<file path="src/sh_pkg.sv">
package sh_pkg;

	// ********************
	// Sizes
	// ********************
	localparam int data_w  = 32;
	localparam int instr_w = 16;
	localparam int reg_n_w = 4;
	localparam int reg_cnt = 16;
	localparam int imm_w   = 8;

	// ********************
	// Major opcodes, top nibble
	// ********************
	localparam logic [3:0] op_mov_imm = 4'b1110;
	localparam logic [3:0] op_add_imm = 4'b0111;
	localparam logic [3:0] op_arith   = 4'b0011;
	localparam logic [3:0] op_logic   = 4'b0010;
	localparam logic [3:0] op_shift   = 4'b0100;
	localparam logic [3:0] op_mov_reg = 4'b0110;

	// Arithmetic group
	localparam logic [3:0] fn_cmp_eq = 4'b0000;
	localparam logic [3:0] fn_cmp_gt = 4'b0111;
	localparam logic [3:0] fn_sub    = 4'b1000;
	localparam logic [3:0] fn_add    = 4'b1100;
	localparam logic [3:0] fn_addc   = 4'b1110;

	// Logic group
	localparam logic [3:0] fn_tst = 4'b1000;
	localparam logic [3:0] fn_and = 4'b1001;
	localparam logic [3:0] fn_xor = 4'b1010;
	localparam logic [3:0] fn_or  = 4'b1011;

	// Shift group, middle nibble must be zero
	localparam logic [3:0] fn_shll = 4'b0000;
	localparam logic [3:0] fn_shlr = 4'b0001;
	localparam logic [3:0] fn_rotl = 4'b0100;
	localparam logic [3:0] fn_rotr = 4'b0101;

	localparam logic [3:0] mov_reg_fn = 4'b0011;

	typedef enum logic [3:0] {
		alu_pass,
		alu_add,
		alu_addc,
		alu_sub,
		alu_cmpeq,
		alu_cmpgt,
		alu_and,
		alu_or,
		alu_xor,
		alu_tst,
		alu_shll,
		alu_shlr,
		alu_rotl,
		alu_rotr,
		alu_nop
	} alu_op_t;

	// Same word seen as register form or immediate form
	typedef union packed {
		struct packed {
			logic [3:0] op;
			logic [3:0] rn;
			logic [3:0] rm;
			logic [3:0] fn;
		} rr_form;
		struct packed {
			logic [3:0]       op;
			logic [3:0]       rn;
			logic [imm_w-1:0] imm;
		} ri_form;
	} instr_u;

endpackage
</file>
<file path="src/sh_core.sv">
module sh_core import sh_pkg::*; (
	input  logic               CLK,
	input  logic               RST_N,
	input  logic               instr_valid,
	input  logic [instr_w-1:0] instr,
	output logic               wb_valid,
	output logic               wb_write,
	output logic [reg_n_w-1:0] wb_reg,
	output logic [data_w-1:0]  wb_data,
	output logic               t_flag
);

	// Decode to execute
	logic               dec_valid;
	alu_op_t            dec_op;
	logic [reg_n_w-1:0] dec_rn;
	logic [reg_n_w-1:0] dec_rm;
	logic               dec_use_imm;
	logic [data_w-1:0]  dec_imm;
	logic               dec_write;

	logic [data_w-1:0]  ra_q;
	logic [data_w-1:0]  rb_q;

	// Execute to result
	logic               ex_valid;
	logic               ex_write;
	logic [reg_n_w-1:0] ex_rn;
	logic [data_w-1:0]  ex_data;
	logic               ex_t;

	// Register write
	logic               rf_we;
	logic [reg_n_w-1:0] rf_wn;
	logic [data_w-1:0]  rf_wd;

	sh_decode decode (
		.CLK(CLK), .RST_N(RST_N), .instr_valid(instr_valid), .instr(instr),
		.dec_valid(dec_valid), .dec_op(dec_op), .dec_rn(dec_rn), .dec_rm(dec_rm),
		.dec_use_imm(dec_use_imm), .dec_imm(dec_imm), .dec_write(dec_write)
	);

	sh_regfile regfile (
		.CLK(CLK), .RST_N(RST_N), .ra_n(dec_rn), .rb_n(dec_rm),
		.we(rf_we), .wn(rf_wn), .wd(rf_wd), .ra_q(ra_q), .rb_q(rb_q)
	);

	sh_execute execute (
		.CLK(CLK), .RST_N(RST_N), .dec_valid(dec_valid), .dec_op(dec_op),
		.dec_rn(dec_rn), .dec_rm(dec_rm), .dec_use_imm(dec_use_imm), .dec_imm(dec_imm),
		.dec_write(dec_write), .ra_q(ra_q), .rb_q(rb_q), .ex_valid(ex_valid),
		.ex_write(ex_write), .ex_rn(ex_rn), .ex_data(ex_data), .ex_t(ex_t)
	);

	sh_result result (
		.ex_valid(ex_valid), .ex_write(ex_write), .ex_rn(ex_rn), .ex_data(ex_data),
		.ex_t(ex_t), .rf_we(rf_we), .rf_wn(rf_wn), .rf_wd(rf_wd),
		.wb_valid(wb_valid), .wb_write(wb_write), .wb_reg(wb_reg), .wb_data(wb_data),
		.t_flag(t_flag)
	);

endmodule

</file>
<file path="src/sh_result.sv">
module sh_result import sh_pkg::*; (
	input  logic               ex_valid,
	input  logic               ex_write,
	input  logic [reg_n_w-1:0] ex_rn,
	input  logic [data_w-1:0]  ex_data,
	input  logic               ex_t,
	output logic               rf_we,
	output logic [reg_n_w-1:0] rf_wn,
	output logic [data_w-1:0]  rf_wd,
	output logic               wb_valid,
	output logic               wb_write,
	output logic [reg_n_w-1:0] wb_reg,
	output logic [data_w-1:0]  wb_data,
	output logic               t_flag
);

	logic commit;

	// ********************
	// Commit point
	// ********************
	assign commit = ex_valid & ex_write;

	assign rf_we = commit;
	assign rf_wn = ex_rn;
	assign rf_wd = ex_data;

	// Retire record
	assign wb_valid = ex_valid;
	assign wb_write = commit;
	assign wb_reg   = ex_rn;
	assign wb_data  = ex_data;
	assign t_flag   = ex_t;

endmodule

</file>
<file path="src/sh_execute.sv">
module sh_execute import sh_pkg::*; (
	input  logic               CLK,
	input  logic               RST_N,
	input  logic               dec_valid,
	input  alu_op_t            dec_op,
	input  logic [reg_n_w-1:0] dec_rn,
	input  logic [reg_n_w-1:0] dec_rm,
	input  logic               dec_use_imm,
	input  logic [data_w-1:0]  dec_imm,
	input  logic               dec_write,
	input  logic [data_w-1:0]  ra_q,
	input  logic [data_w-1:0]  rb_q,
	output logic               ex_valid,
	output logic               ex_write,
	output logic [reg_n_w-1:0] ex_rn,
	output logic [data_w-1:0]  ex_data,
	output logic               ex_t
);

	logic              fwd_a;
	logic              fwd_b;
	logic [data_w-1:0] op_a;
	logic [data_w-1:0] reg_b;
	logic [data_w-1:0] op_b;
	logic              t_cur;
	logic [data_w-1:0] add_b;
	logic              add_cin;
	logic [data_w:0]   add_sum;
	logic [data_w-1:0] alu_res;
	logic              t_next;

	// ********************
	// Forwarding
	// ********************
	assign fwd_a = ex_valid & ex_write & (ex_rn == dec_rn);
	assign fwd_b = ex_valid & ex_write & (ex_rn == dec_rm);

	assign op_a  = fwd_a ? ex_data : ra_q;
	assign reg_b = fwd_b ? ex_data : rb_q;
	assign op_b  = dec_use_imm ? dec_imm : reg_b;

	// Result register always holds the newest T
	assign t_cur = ex_t;

	// ********************
	// ALU
	// ********************
	assign add_b   = (dec_op == alu_sub) ? ~op_b : op_b;
	assign add_cin = (dec_op == alu_sub) | ((dec_op == alu_addc) & t_cur);
	assign add_sum = {1'b0, op_a} + {1'b0, add_b} + {{data_w{1'b0}}, add_cin};

	always_comb begin
		alu_res = op_b;
		t_next  = t_cur;
		case (dec_op)
			alu_pass: alu_res = op_b;
			alu_add, alu_sub: alu_res = add_sum[data_w-1:0];
			alu_addc: begin
				alu_res = add_sum[data_w-1:0];
				t_next  = add_sum[data_w];
			end
			alu_cmpeq: t_next = (op_a == op_b);
			alu_cmpgt: t_next = ($signed(op_a) > $signed(op_b));
			alu_and:   alu_res = op_a & op_b;
			alu_or:    alu_res = op_a | op_b;
			alu_xor:   alu_res = op_a ^ op_b;
			alu_tst:   t_next = ~|(op_a & op_b);
			alu_shll: begin
				alu_res = {op_a[data_w-2:0], 1'b0};
				t_next  = op_a[data_w-1];
			end
			alu_shlr: begin
				alu_res = {1'b0, op_a[data_w-1:1]};
				t_next  = op_a[0];
			end
			alu_rotl: begin
				alu_res = {op_a[data_w-2:0], op_a[data_w-1]};
				t_next  = op_a[data_w-1];
			end
			alu_rotr: begin
				alu_res = {op_a[0], op_a[data_w-1:1]};
				t_next  = op_a[0];
			end
			default: ;
		endcase
	end

	// ********************
	// Result register
	// ********************
	always_ff @(posedge CLK or negedge RST_N) begin
		if (!RST_N) begin
			ex_valid <= 1'b0;
			ex_write <= 1'b0;
			ex_rn    <= '0;
			ex_data  <= '0;
			ex_t     <= 1'b0;
		end else begin
			ex_valid <= dec_valid;
			ex_write <= dec_valid & dec_write;
			if (dec_valid) begin
				ex_rn <= dec_rn;
				ex_t  <= t_next;
			end
			// Data holds across non-writing instructions
			if (dec_valid && dec_write) begin
				ex_data <= alu_res;
			end
		end
	end

endmodule

</file>
<file path="src/sh_regfile.sv">
module sh_regfile import sh_pkg::*; (
	input  logic               CLK,
	input  logic               RST_N,
	input  logic [reg_n_w-1:0] ra_n,
	input  logic [reg_n_w-1:0] rb_n,
	input  logic               we,
	input  logic [reg_n_w-1:0] wn,
	input  logic [data_w-1:0]  wd,
	output logic [data_w-1:0]  ra_q,
	output logic [data_w-1:0]  rb_q
);

	logic [data_w-1:0] regs [reg_cnt];

	// ********************
	// Write port
	// ********************
	always_ff @(posedge CLK or negedge RST_N) begin
		if (!RST_N) begin
			for (int i = 0; i < reg_cnt; i++) begin
				regs[i] <= '0;
			end
		end else if (we) begin
			regs[wn] <= wd;
		end
	end

	// ********************
	// Read ports
	// ********************
	// No write-through here, execute forwards instead
	assign ra_q = regs[ra_n];
	assign rb_q = regs[rb_n];

endmodule

</file>
<file path="src/sh_decode.sv">
module sh_decode import sh_pkg::*; (
	input  logic               CLK,
	input  logic               RST_N,
	input  logic               instr_valid,
	input  logic [instr_w-1:0] instr,
	output logic               dec_valid,
	output alu_op_t            dec_op,
	output logic [reg_n_w-1:0] dec_rn,
	output logic [reg_n_w-1:0] dec_rm,
	output logic               dec_use_imm,
	output logic [data_w-1:0]  dec_imm,
	output logic               dec_write
);

	instr_u ir;

	always_ff @(posedge CLK or negedge RST_N) begin
		if (!RST_N) begin
			dec_valid <= 1'b0;
		end else begin
			dec_valid <= instr_valid;
		end
	end

	// Word is only captured on a strobe
	always_ff @(posedge CLK) begin
		if (instr_valid) begin
			ir <= instr;
		end
	end

	assign dec_rn  = ir.rr_form.rn;
	assign dec_rm  = ir.rr_form.rm;
	assign dec_imm = {{(data_w - imm_w){ir.ri_form.imm[imm_w-1]}}, ir.ri_form.imm};

	assign dec_use_imm = (ir.ri_form.op == op_mov_imm) || (ir.ri_form.op == op_add_imm);

	// ********************
	// Opcode to ALU operation
	// ********************
	always_comb begin
		dec_op = alu_nop;
		case (ir.rr_form.op)
			op_mov_imm: dec_op = alu_pass;
			op_add_imm: dec_op = alu_add;
			op_arith: begin
				case (ir.rr_form.fn)
					fn_cmp_eq: dec_op = alu_cmpeq;
					fn_cmp_gt: dec_op = alu_cmpgt;
					fn_sub:    dec_op = alu_sub;
					fn_add:    dec_op = alu_add;
					fn_addc:   dec_op = alu_addc;
					default:   dec_op = alu_nop;
				endcase
			end
			op_logic: begin
				case (ir.rr_form.fn)
					fn_tst:  dec_op = alu_tst;
					fn_and:  dec_op = alu_and;
					fn_xor:  dec_op = alu_xor;
					fn_or:   dec_op = alu_or;
					default: dec_op = alu_nop;
				endcase
			end
			op_shift: begin
				if (ir.rr_form.rm == '0) begin
					case (ir.rr_form.fn)
						fn_shll: dec_op = alu_shll;
						fn_shlr: dec_op = alu_shlr;
						fn_rotl: dec_op = alu_rotl;
						fn_rotr: dec_op = alu_rotr;
						default: dec_op = alu_nop;
					endcase
				end
			end
			op_mov_reg: begin
				if (ir.rr_form.fn == mov_reg_fn) begin
					dec_op = alu_pass;
				end
			end
			default: dec_op = alu_nop;
		endcase
	end

	// Compares and test only touch T
	always_comb begin
		case (dec_op)
			alu_cmpeq, alu_cmpgt, alu_tst, alu_nop: dec_write = 1'b0;
			default:                                dec_write = 1'b1;
		endcase
	end

endmodule

</file>
<file path="config.mk">
export PLATFORM = sky130hd
export DESIGN_NAME = sh_core
export DESIGN_NICKNAME = d
export VERILOG_FILES = /design/src/sh_pkg.sv /design/src/sh_core.sv /design/src/sh_result.sv /design/src/sh_execute.sv /design/src/sh_regfile.sv /design/src/sh_decode.sv
export SDC_FILE = /design/constraint.sdc
export NUM_CORES = 1
export LEC_CHECK = 0
export BUFFER_PORTS_ARGS = -buffer_cell sky130_fd_sc_hd__buf_2
export CAP_MARGIN = 20
export CORE_MARGIN = 2
export CORE_UTILIZATION = 45
export DETAILED_ROUTE_END_ITERATION = 16
export PLACE_DENSITY_LB_ADDON = 0.12
export SLEW_MARGIN = 20
export SYNTH_ARGS = -nofsm -noshare
export SYNTH_HDL_FRONTEND = slang
export SYNTH_SLANG_ARGS = --single-unit
</file>
<file path="constraint.sdc">
create_clock -name CLK -period 13.45 [get_ports CLK]
set_input_delay 1.345 -clock CLK [delete_from_list [all_inputs] [get_ports CLK]]
set_output_delay 1.345 -clock CLK [all_outputs]
set_load 0.01 [all_outputs]
</file>
==> results of run 1 <==
## Yosys cell counts (all sizes together), types with 23 or more instances
cell    number
a21oi      117
a22oi       23
buf         87
clkbuf     177
dfrtp      552
ha         127
inv         80
mux2       538
mux2i       62
mux4       284
nand2      108
nand3       31
nor2        99
o211ai      32
o21ai       75
o22ai       39
xnor2       37
xor2        32
## power breakdown
group          switching [uW]  internal (uW)
clock network             751           1050
registers                 613           2330
logic                    1350           1510
## how the worst max path moves through the flow
| stage | from | to | slack (ns) | cells after the start |
|---|---|---|---|---|
| floorplan | decode.ir[13]$_DFFE_PP_ | execute.ex_data[26]$_DFFE_PN0P_ | 8.34 | 20 |
| global placement | decode.ir[3]$_DFFE_PP_ | execute.ex_data[26]$_DFFE_PN0P_ | 6.67 | 18 |
| detailed placement | decode.ir[3]$_DFFE_PP_ | execute.ex_data[26]$_DFFE_PN0P_ | 6.58 | 18 |
| CTS | decode.ir[3]$_DFFE_PP_ | execute.ex_data[26]$_DFFE_PN0P_ | 6.58 | 18 |
| global route | decode.ir[3]$_DFFE_PP_ | execute.ex_data[26]$_DFFE_PN0P_ | 6.00 | 18 |
| finish | decode.ir[3]$_DFFE_PP_ | execute.ex_data[26]$_DFFE_PN0P_ | 6.49 | 18 |
## per-stage QoR
step                instance area [um2]  worst slack [ns]
global route                      38700              6.00
floorplan                         35400              8.34
CTS                               38700              6.58
detailed placement                36500              6.58
finish                            38700              6.49
global placement                  36500              6.67
## metal layers
layer / track usage [%] / wire [um] / vias to the layer above
met5: 0 / 0 / -
met4: 7.01 / 2520 / 0
met3: 3.40 / 5610 / 173
met2: 43.8 / 52100 / 722
met1: 37.7 / 47700 / 13032
li1: - / - / 10357
## kinds of logic after synthesis
family | count (synthesis) | synth area share [%]
buffers and inverters | 344 | 4.00
adder cells (fa/ha/maj) | 129 | 4.60
multiplexers | 884 | 36.9
AND/OR/NAND/NOR | 335 | 4.48
flip-flops | 568 | 40.4
XOR/XNOR | 69 | 1.71
AO/OA/AOI/OAI | 427 | 7.92
## worst min-delay path: stages (launching register included)
cell     delay, ns
dfrtp_1       0.36
nand2_1       0.05
o21ai_0       0.06
## cell type report
class,count,area share (%)
tap,1040,3.36
inverter,80,0.775
timing repair buffer,124,2.23
multi-input combinational,1844,51.2
clock inverter,18,0.381
sequential,568,36.9
clock buffer,103,5.15
## state kept, by name (all words and copies together), names as in the netlist
name,count
execute.ex_write,1
regfile.regs,512
execute.ex_data,32
decode.ir,16
execute.ex_t,1
execute.ex_rn,4
decode.dec_valid,1
execute.ex_valid,1
==> flow_summary.yaml, run 1 <==
status:
  status: "completed"
setup_path:
  crit_family: "compound AO/OA/AOI/OAI gates"
  critPathKind: "reg -> reg"
  slowest_delay_ns: 0.93
  r2r_setup_slack_ns: 6.49
  end_kind: "flip-flop"
  reg2reg_from: "decode.ir[3]$_DFFE_PP_"
  crit_path_start_kind: "flip-flop"
  slowest_stage: "a2111oi_0"
  worstPathMaxFanout: 45
  cp_cell_sequence: "nand4b_1, a2111oi_0, a311o_2, nand4_1, buf_4, xnor2_1, fa_1, inv_1, fa_1, a211oi_1, o21ai_0, nor3_1, nor4_1, nor3_1, o31ai_1, xor2_1, a211oi_1, o221ai_1"
  r2r_cells: 18
  critPathBufInv: 2
  cp.arrival_ns: 7.42
  worstPathRequired_ns: 13.91
  rr_endpoint: "execute.ex_data[26]$_DFFE_PN0P_"
clock_tree:
  cts_tree: "yes"
  clockBufferDepth: 3
  insertion_delay_ns: 0.62
  cts_hold_buf: 0
  cts_resized: 0
  path_clk_slew_ns: 0.06
  cts_root_buf: "clkbuf_16"
  htree_levels: 3
  cts_sinks: 568
  cts_buffers: 68
  cts_setup_buffers: 0
global_route:
  grt_max_degree: 186
  antenna_found_initial: 1
  globalRouteOverflowTotal: 0
  grt_pass1_vias: 24960
  grt_use_total_pct: 26.7
  grt_pass1_wl_mm: 163
synthesis:
  synthDominantCellAreaShare_pct: 39.0
  ys_ff_latch: 568
  synth_cell_type_count: 76
  netlist_instances: 2756
  synth_top_area_cell: "dfrtp_1"
  netlist_top_cells_area: "dfrtp_1 39%, mux4_2 18%, mux2_2 17%"
  syn_nets: 2904
  synth_warnings: 0
  seq_area_frac_synth_pct: 40.4
  ys.flop_type: "dfrtp_1"
  avgSynthCellArea_um2: 12.8
  ys_async_sr_fraction_pct: 97.2
  synth_edf_count: 16
  netlist_area_um2: 35400
routing:
  dr.pass1.iters: 7
  vias: 24284
  drtIter0Drc: 1889
  viasPerCell: 6.43
  wl_mm: 108
  drc: 0
  wire_per_inst_um: 28.6
  antenna_left: 0
final_layout:
  final_cell_mix: "552 x dfrtp_1, 538 x mux2_2, 284 x mux4_2"
  layout_commonest_cell: "dfrtp_1"
  num-fill-cells: 6714
  nNetsFinal: 2834
  fin_cells: 3777
  multiInputGateArea_um2: 19800
  seqCellArea_um2: 14300
  syn2layout_area_growth_pct: 9.41
  final_layout_size_suffix_gt1_share_pct: 39.6
  antenna_cells: 0
  final_core_util_pct: 49.8
sta:
  whs_ns: 0.503
  relSlewSlack_pct: 22.7
  tightest_slew_ns: 1.16
  setup_tns_ns: 0
  min_period_ns: 6.96
  finClkSkew_ns: 0.0286
  report.final.slew_viol_count: 0
  fin_crit_sh_pct: 51.8
  max_freq_mhz: 144
  setup_viol: 0
  grt_setup_unrepaired: "no"
  hold_viol: 0
place:
  gp_congestion: 0.930
  io_buffers: 57
  hpwl_mm: 65.2
  place_inst: 3654
floorplan:
  start_util_pct: 45.6
  rows: 102
  die_area_um2: 80900
  die_x_um: 285
  io_pins: 58
  die_h_um: 285
  core_area_um2: 77700
flow_run:
  drv_cap: 0
pwr:
  power.density_nw_per_um2: 196
  p_leak_uw: 0.0171
  peakVddDrop_uv: 90.2
  power_uw: 7600
hold_path:
  hold_path_depth: 2
  holdPathEnd: "regfile.regs[247]$_DFFE_PN0P_"
  hold_path_class: "reg -> reg"
  min_from: "regfile.regs[247]$_DFFE_PN0P_"
No activity file was read; power rests on OpenSTA's default activity.
==> inputs of run 2 (changes only) <==
Clock period 13.45 ns to 6.7 ns, I/O delays scaled along.
==> run 2 against run 1 <==
Worst setup slack got worse by 5.6 ns; wire length fell by 1.9%; sequential share of layout area is 0.25 points lower; combinational power rose by 100%; cell area grew 0.68%; total power grew 100%; sequential power rose by 100%; global-route usage fell by 0.33 points; non-clock buffer count grew 10; first-iteration DRC count grew 0.11%; clock skew grew 0.0030 ns.
==> flow_summary.yaml, run 2 (same netlist as run 1, synthesis figures left out) <==
status:
  status: "completed"
final_layout:
  syn2layout_area_growth_pct: 10.2
  nNetsFinal: 2843
  multiInputGateArea_um2: 19800
  layout_commonest_cell: "dfrtp_1"
  largest_register: "regfile.regs"
  largest_register_ff_count: 512
  fin_cells: 3785
  num-fill-cells: 6645
  final_layout_size_suffix_gt1_share_pct: 40.2
  reg_top3: "regfile.regs: 512 flops, execute.ex_data: 32 flops, decode.ir: 16 flops"
  seqCellArea_um2: 14300
  antenna_cells: 0
  final_cell_mix: "552 x dfrtp_1, 538 x mux2_2, 284 x mux4_2"
  stdcell_area_um2: 39000
clock_tree:
  clockBufferDepth: 3
  cts_setup_buffers: 0
  cts_sinks: 568
  cts_tree: "yes"
  insertion_delay_ns: 0.62
  cts_resized: 0
  path_clk_slew_ns: 0.06
  cts_root_buf: "clkbuf_16"
  cts_hold_buf: 0
  cts_buffers: 67
  htree_levels: 3
global_route:
  grt_use_total_pct: 26.4
  grt_pass1_vias: 25055
  antenna_found_initial: 0
  grt_max_degree: 186
  grt_pass1_wl_mm: 162
  globalRouteOverflowTotal: 0
sta:
  relSlewSlack_pct: 26.2
  worst_slack_ns: 0.918
  report.final.slew_viol_count: 0
  fin_crit_sh_pct: 86.3
  tightest_slew_ns: 1.10
  min_period_ns: 5.78
  grt_setup_unrepaired: "no"
  finClkSkew_ns: 0.0316
  hold_viol: 0
  max_freq_mhz: 173
  setup_viol: 0
  whs_ns: 0.106
  setup_tns_ns: 0
floorplan:
  io_pins: 58
  die_x_um: 285
  die_area_um2: 80900
  die_h_um: 285
  start_util_pct: 45.6
  core_area_um2: 77700
  rows: 102
pwr:
  p_leak_uw: 0.0173
  peakVddDrop_uv: 177
  power.density_nw_per_um2: 396
routing:
  drc: 0
  wl_mm: 106
  drtIter0Drc: 1891
  antenna_left: 0
  wire_per_inst_um: 28.0
  vias: 24163
  viasPerCell: 6.38
  dr.pass1.iters: 8
place:
  gp_congestion: 0.920
  dp_slack_ns: 0.919
  hpwl_mm: 66.4
  io_buffers: 57
  placed_area_um2: 36700
  place_inst: 3665
hold_path:
  hold_path_class: "in -> async"
setup_path:
  slowest_delay_ns: 0.68
  slowest_stage: "or4_4"
  cp.arrival_ns: 6.25
  critPathKind: "reg -> reg"
  startpoint: "decode.ir[4]$_DFFE_PP_"
  crit_family: "compound AO/OA/AOI/OAI gates"
  worstPathMaxFanout: 8
  crit_path_start_kind: "flip-flop"
  reg2reg_from: "decode.ir[4]$_DFFE_PP_"
  end_kind: "flip-flop"
  worstPathRequired_ns: 7.17
  cp_cell_sequence: "or4_4, o41ai_2, nand2_2, o21ai_1, nor2_1, a21boi_0, fa_1, inv_1, fa_1, a211oi_1, o21ai_0, nor3_1, nor4_1, nor3_1, o31ai_1, xor2_1, a211oi_1, o221ai_1"
  critPathBufInv: 1
flow_run:
  drv_cap: 0
## run 2: cell types whose count changed in the layout (fill, tap and decap cells not counted), sizes merged
cell      delta
bufinv       +6
inv          -2
buf         +10
clkinvlp     +1
clkbuf       -9
clkinv       +2
## run 2: per-layer routing
| layer | global-route usage [%] | share of wire, % | vias to the layer above |
|---|---|---|---|
| met3 | 3.64 | 5.4 | 184 |
| met5 | 0 | 0 | - |
| met2 | 43.3 | 48 | 789 |
| li1 | - | - | 10371 |
| met1 | 36.4 | 44 | 12819 |
| met4 | 8.45 | 2.8 | 0 |
## run 2: worst paths after layout
check | endpoint | slack, ns | cells after the start
min in group CLK | decode.ir[10]$_DFFE_PP_ | 0.22 | 1
max reg2reg | execute.ex_data[26]$_DFFE_PN0P_ | 0.92 | 18
max in group asynchronous | regfile.regs[245]$_DFFE_PN0P_ | 4.97 | 3
min | regfile.regs[384]$_DFFE_PN0P_ | 0.11 | 1
max | execute.ex_data[26]$_DFFE_PN0P_ | 0.92 | 18
min reg2reg | regfile.regs[445]$_DFFE_PN0P_ | 0.51 | 2
## run 2: worst reg2reg max path: stages (launching register included)
cell,delay (ns)
edfxtp_1,0.63
or4_4,0.69
o41ai_2,0.46
nand2_2,0.20
o21ai_1,0.34
nor2_1,0.10
a21boi_0,0.27
fa_1,0.25
inv_1,0.07
fa_1,0.48
a211oi_1,0.26
o21ai_0,0.26
nor3_1,0.35
nor4_1,0.10
nor3_1,0.43
o31ai_1,0.18
xor2_1,0.17
a211oi_1,0.26
o221ai_1,0.14
## run 2: area by class of cell
type / instances / share of cell area (%)
Clock inverter: 25 / 0.847
Multi-Input combinational cell: 1844 / 50.9
Clock buffer: 94 / 5.06
Sequential cell: 568 / 36.6
Timing Repair Buffer: 134 / 2.48
Inverter: 80 / 0.770
Tap cell: 1040 / 3.34
## run 2: metrics by stage
step / utilization, % / total power, uW
2_1_floorplan: - / 9930
6_report: 50.2 / 15500
3_5_place_dp: 47.2 / 11600
5_1_grt: 50.2 / 16400
3_3_place_gp: 47.2 / 11400
4_1_cts: 50.1 / 15500
## run 2: report_power, final
part	switching, uW	total, uW	internal (uW)
Sequential	1220	5890	4670
Clock	1520	3850	2330
Combinational	2680	5720	3040
==> inputs of run 3 (changes only) <==
Settings changed: SYNTH_HIERARCHICAL from default to 1.
==> run 3 against run 2 <==
Hold slack improved by 0.031 ns; flip-flop and latch count unchanged; die area increased by 1.8%; sequential power decreased by 15%; sequential share of layout area decreased by 0.073 points; final cell count increased by 2.1%; register-to-register slack got worse by 0.60 ns; via count increased by 4.3%; worst setup slack got worse by 0.60 ns; largest power group unchanged.
==> flow_summary.yaml, run 3 <==
synthesis:
  ys_ff_latch: 568
  synthDominantCellAreaShare_pct: 38.3
  synth_edf_count: 16
  ys.flop_type: "dfrtp_1"
  ys_async_sr_fraction_pct: 97.2
  synth_commonest_cells: "552 x dfrtp_1, 514 x mux2_2, 256 x mux4_2"
  synth_cell_type_count: 103
  netlist_area_um2: 36100
  synth_top_area_cell: "dfrtp_1"
  seq_area_frac_synth_pct: 39.6
  synth_warnings: 6
  syn_nets: 3016
  netlist_instances: 2891
  avgSynthCellArea_um2: 12.5
  yosysMostFrequentCell: "dfrtp_1"
  netlist_top_cells_area: "dfrtp_1 38%, mux2_2 16%, mux4_2 16%"
final_layout:
  nNetsFinal: 2890
  largest_register: "regfile/regs"
  syn2layout_area_growth_pct: 8.39
  layout_commonest_cell: "dfrtp_1"
  final_cell_mix: "552 x dfrtp_1, 514 x mux2_2, 256 x mux4_2"
  largest_register_ff_count: 512
  final_layout_size_suffix_gt1_share_pct: 39.3
  reg_top3: "regfile/regs: 512 flops, execute/ex_data: 32 flops, decode/ir: 16 flops"
setup_path:
  startpoint: "decode/ir[5]$_DFFE_PP_"
  r2r_cells: 19
  worstPathRequired_ns: 7.24
  slowest_stage: "o21ai_0"
  critPathCapture: "execute/ex_t$_DFFE_PN0P_"
  slowest_delay_ns: 0.55
  rr_endpoint: "execute/ex_t$_DFFE_PN0P_"
  cp.arrival_ns: 6.92
  r2r_setup_slack_ns: 0.32
  critPathKind: "reg -> reg"
  crit_path_start_kind: "flip-flop"
  cp_cell_sequence: "buf_4, xnor2_2, and3_1, nand2_2, buf_4, mux2i_1, o21ai_0, inv_1, ha_1, nor4b_1, nand3_1, a31oi_1, a21bo_2, o22a_1, nor3_2, nand3_1, or3_1, o31a_1, a31oi_1"
  end_kind: "flip-flop"
  reg2reg_from: "decode/ir[5]$_DFFE_PP_"
  worstPathMaxFanout: 21
sta:
  fin_crit_sh_pct: 95.2
  max_freq_mhz: 157
  hold_viol: 0
  setup_tns_ns: 0
  grt_setup_unrepaired: "no"
  worst_slack_ns: 0.322
  tightest_slew_ns: 1.13
  min_period_ns: 6.38
  relSlewSlack_pct: 24.9
  finClkSkew_ns: 0.0168
  report.final.slew_viol_count: 0
  setup_viol: 0
routing:
  drtIter0Drc: 2319
  drc: 0
  antenna_left: 0
  viasPerCell: 6.52
  vias: 25201
  wl_mm: 117
  wire_per_inst_um: 30.2
  dr.pass1.iters: 5
pwr:
  peakVddDrop_uv: 168
  power.density_nw_per_um2: 320
  p_leak_uw: 0.0181
floorplan:
  rows: 103
  core_area_um2: 79100
  die_h_um: 287
  die_x_um: 287
  die_area_um2: 82400
  io_pins: 58
  start_util_pct: 45.6
hold_path:
  hold_path_class: "in -> async"
flow_run:
  drv_cap: 0
place:
  dp_slack_ns: 0.0283
  io_buffers: 57
  gp_congestion: 0.951
  hpwl_mm: 72.5
global_route:
  grt_pass1_wl_mm: 173
  grt_max_degree: 164
  grt_use_total_pct: 28.4
  antenna_found_initial: 1
  grt_pass1_vias: 26020
  globalRouteOverflowTotal: 0
clock_tree:
  cts_sinks: 568
  path_clk_slew_ns: 0.06
  clockBufferDepth: 3
  htree_levels: 3
  cts_tree: "yes"
  cts_root_buf: "clkbuf_16"
  insertion_delay_ns: 0.62
  cts_buffers: 66
status:
  status: "completed"
run 3: cell count changes after synthesis, moves of 23 or more:
| cell | previous run | this run |
|---|---|---|
| clkbuf_1 | 175 | 133 |
| ha_1 | 127 | 104 |
| nand2_1 | 107 | 161 |
| mux4_2 | 284 | 256 |
| a21oi_1 | 117 | 58 |
| nor2_1 | 97 | 74 |
| mux2_2 | 538 | 514 |
| o21ai_0 | 72 | 97 |
| a22oi_1 | 23 | 146 |
| buf_2 | 54 | 83 |
| buf_4 | 9 | 115 |
run 3: logic make-up after synthesis:
family	synth area share (%)
AO/OA/AOI/OAI	9.50
XOR/XNOR	1.57
multiplexers	33.9
adder cells (fa/ha/maj)	3.78
flip-flops	39.6
buffers and inverters	6.07
AND/OR/NAND/NOR	5.49
run 3: per-stage QoR:
step	std cells	utilization (%)	total power (uW)	cell area, um2	hold WS (ns)
final	3865	49.4	12500	39100	0.137
after global routing	3864	49.4	13100	39100	0.212
after CTS	3859	49.3	12500	39000	0.179
after detailed placement	3742	46.5	8760	36800	0.506
after global placement	3742	46.5	8610	36800	0.488
after floorplan	2891	-	7580	36100	0.352
run 3: worst min path at each step:
stage,endpoint,slack [ns],start,cells after the start
global route,regfile/regs[488]$_DFFE_PN0P_,0.21,RST_N,1
CTS,regfile/regs[392]$_DFFE_PN0P_,0.18,RST_N,1
detailed placement,regfile/regs[501]$_DFFE_PN0P_,0.51,regfile/regs[501]$_DFFE_PN0P_,1
global placement,regfile/regs[454]$_DFFE_PN0P_,0.49,regfile/regs[454]$_DFFE_PN0P_,1
floorplan,execute/ex_valid$_DFF_PN0_,0.35,decode/dec_valid$_DFF_PN0_,0
finish,regfile/regs[488]$_DFFE_PN0P_,0.14,RST_N,1
run 3: worst max-delay path, delay by kind of cell (launching register included):
| kind | cells | cell delay [ns] |
|---|---|---|
| AND/OR/NAND/NOR | 7 | 2.31 |
| AO/OA/AOI/OAI | 6 | 1.63 |
| buffers and inverters | 3 | 1.03 |
| flip-flops | 1 | 0.49 |
| adder cells (fa/ha/maj) | 1 | 0.35 |
| XOR/XNOR | 1 | 0.24 |
| multiplexers | 1 | 0.18 |
run 3: cell type report:
class | count | area (um2)
antenna | 1 | 2.50
clock buffer | 99 | 1980
clock inverter | 18 | 230
fill | 6922 | 40000
inverter | 81 | 304
multi-input combinational | 1897 | 19800
sequential | 568 | 14300
tap | 1050 | 1310
timing repair buffer | 151 | 1200
run 3: per-layer routing:
layer | track usage (%) | wire length [um]
met4 | 11.0 | 4180
met2 | 43.4 | 52700
met3 | 5.60 | 8550
met5 | 0 | 0
met1 | 40.1 | 51100
run 3: what timing repair did:
action,4_1_cts,5_1_grt
setup buffers,0,5
gates resized for setup,0,3
endpoints found under the setup margin,0,1
hold buffers,0,0
run 3: power by group:
group	total, uW	leakage (uW)	switching [uW]	internal (uW)
Sequential	4980	0.00768	834	4140
Clock	3700	0.00109	1500	2200
Combinational	3810	0.00934	2010	1800
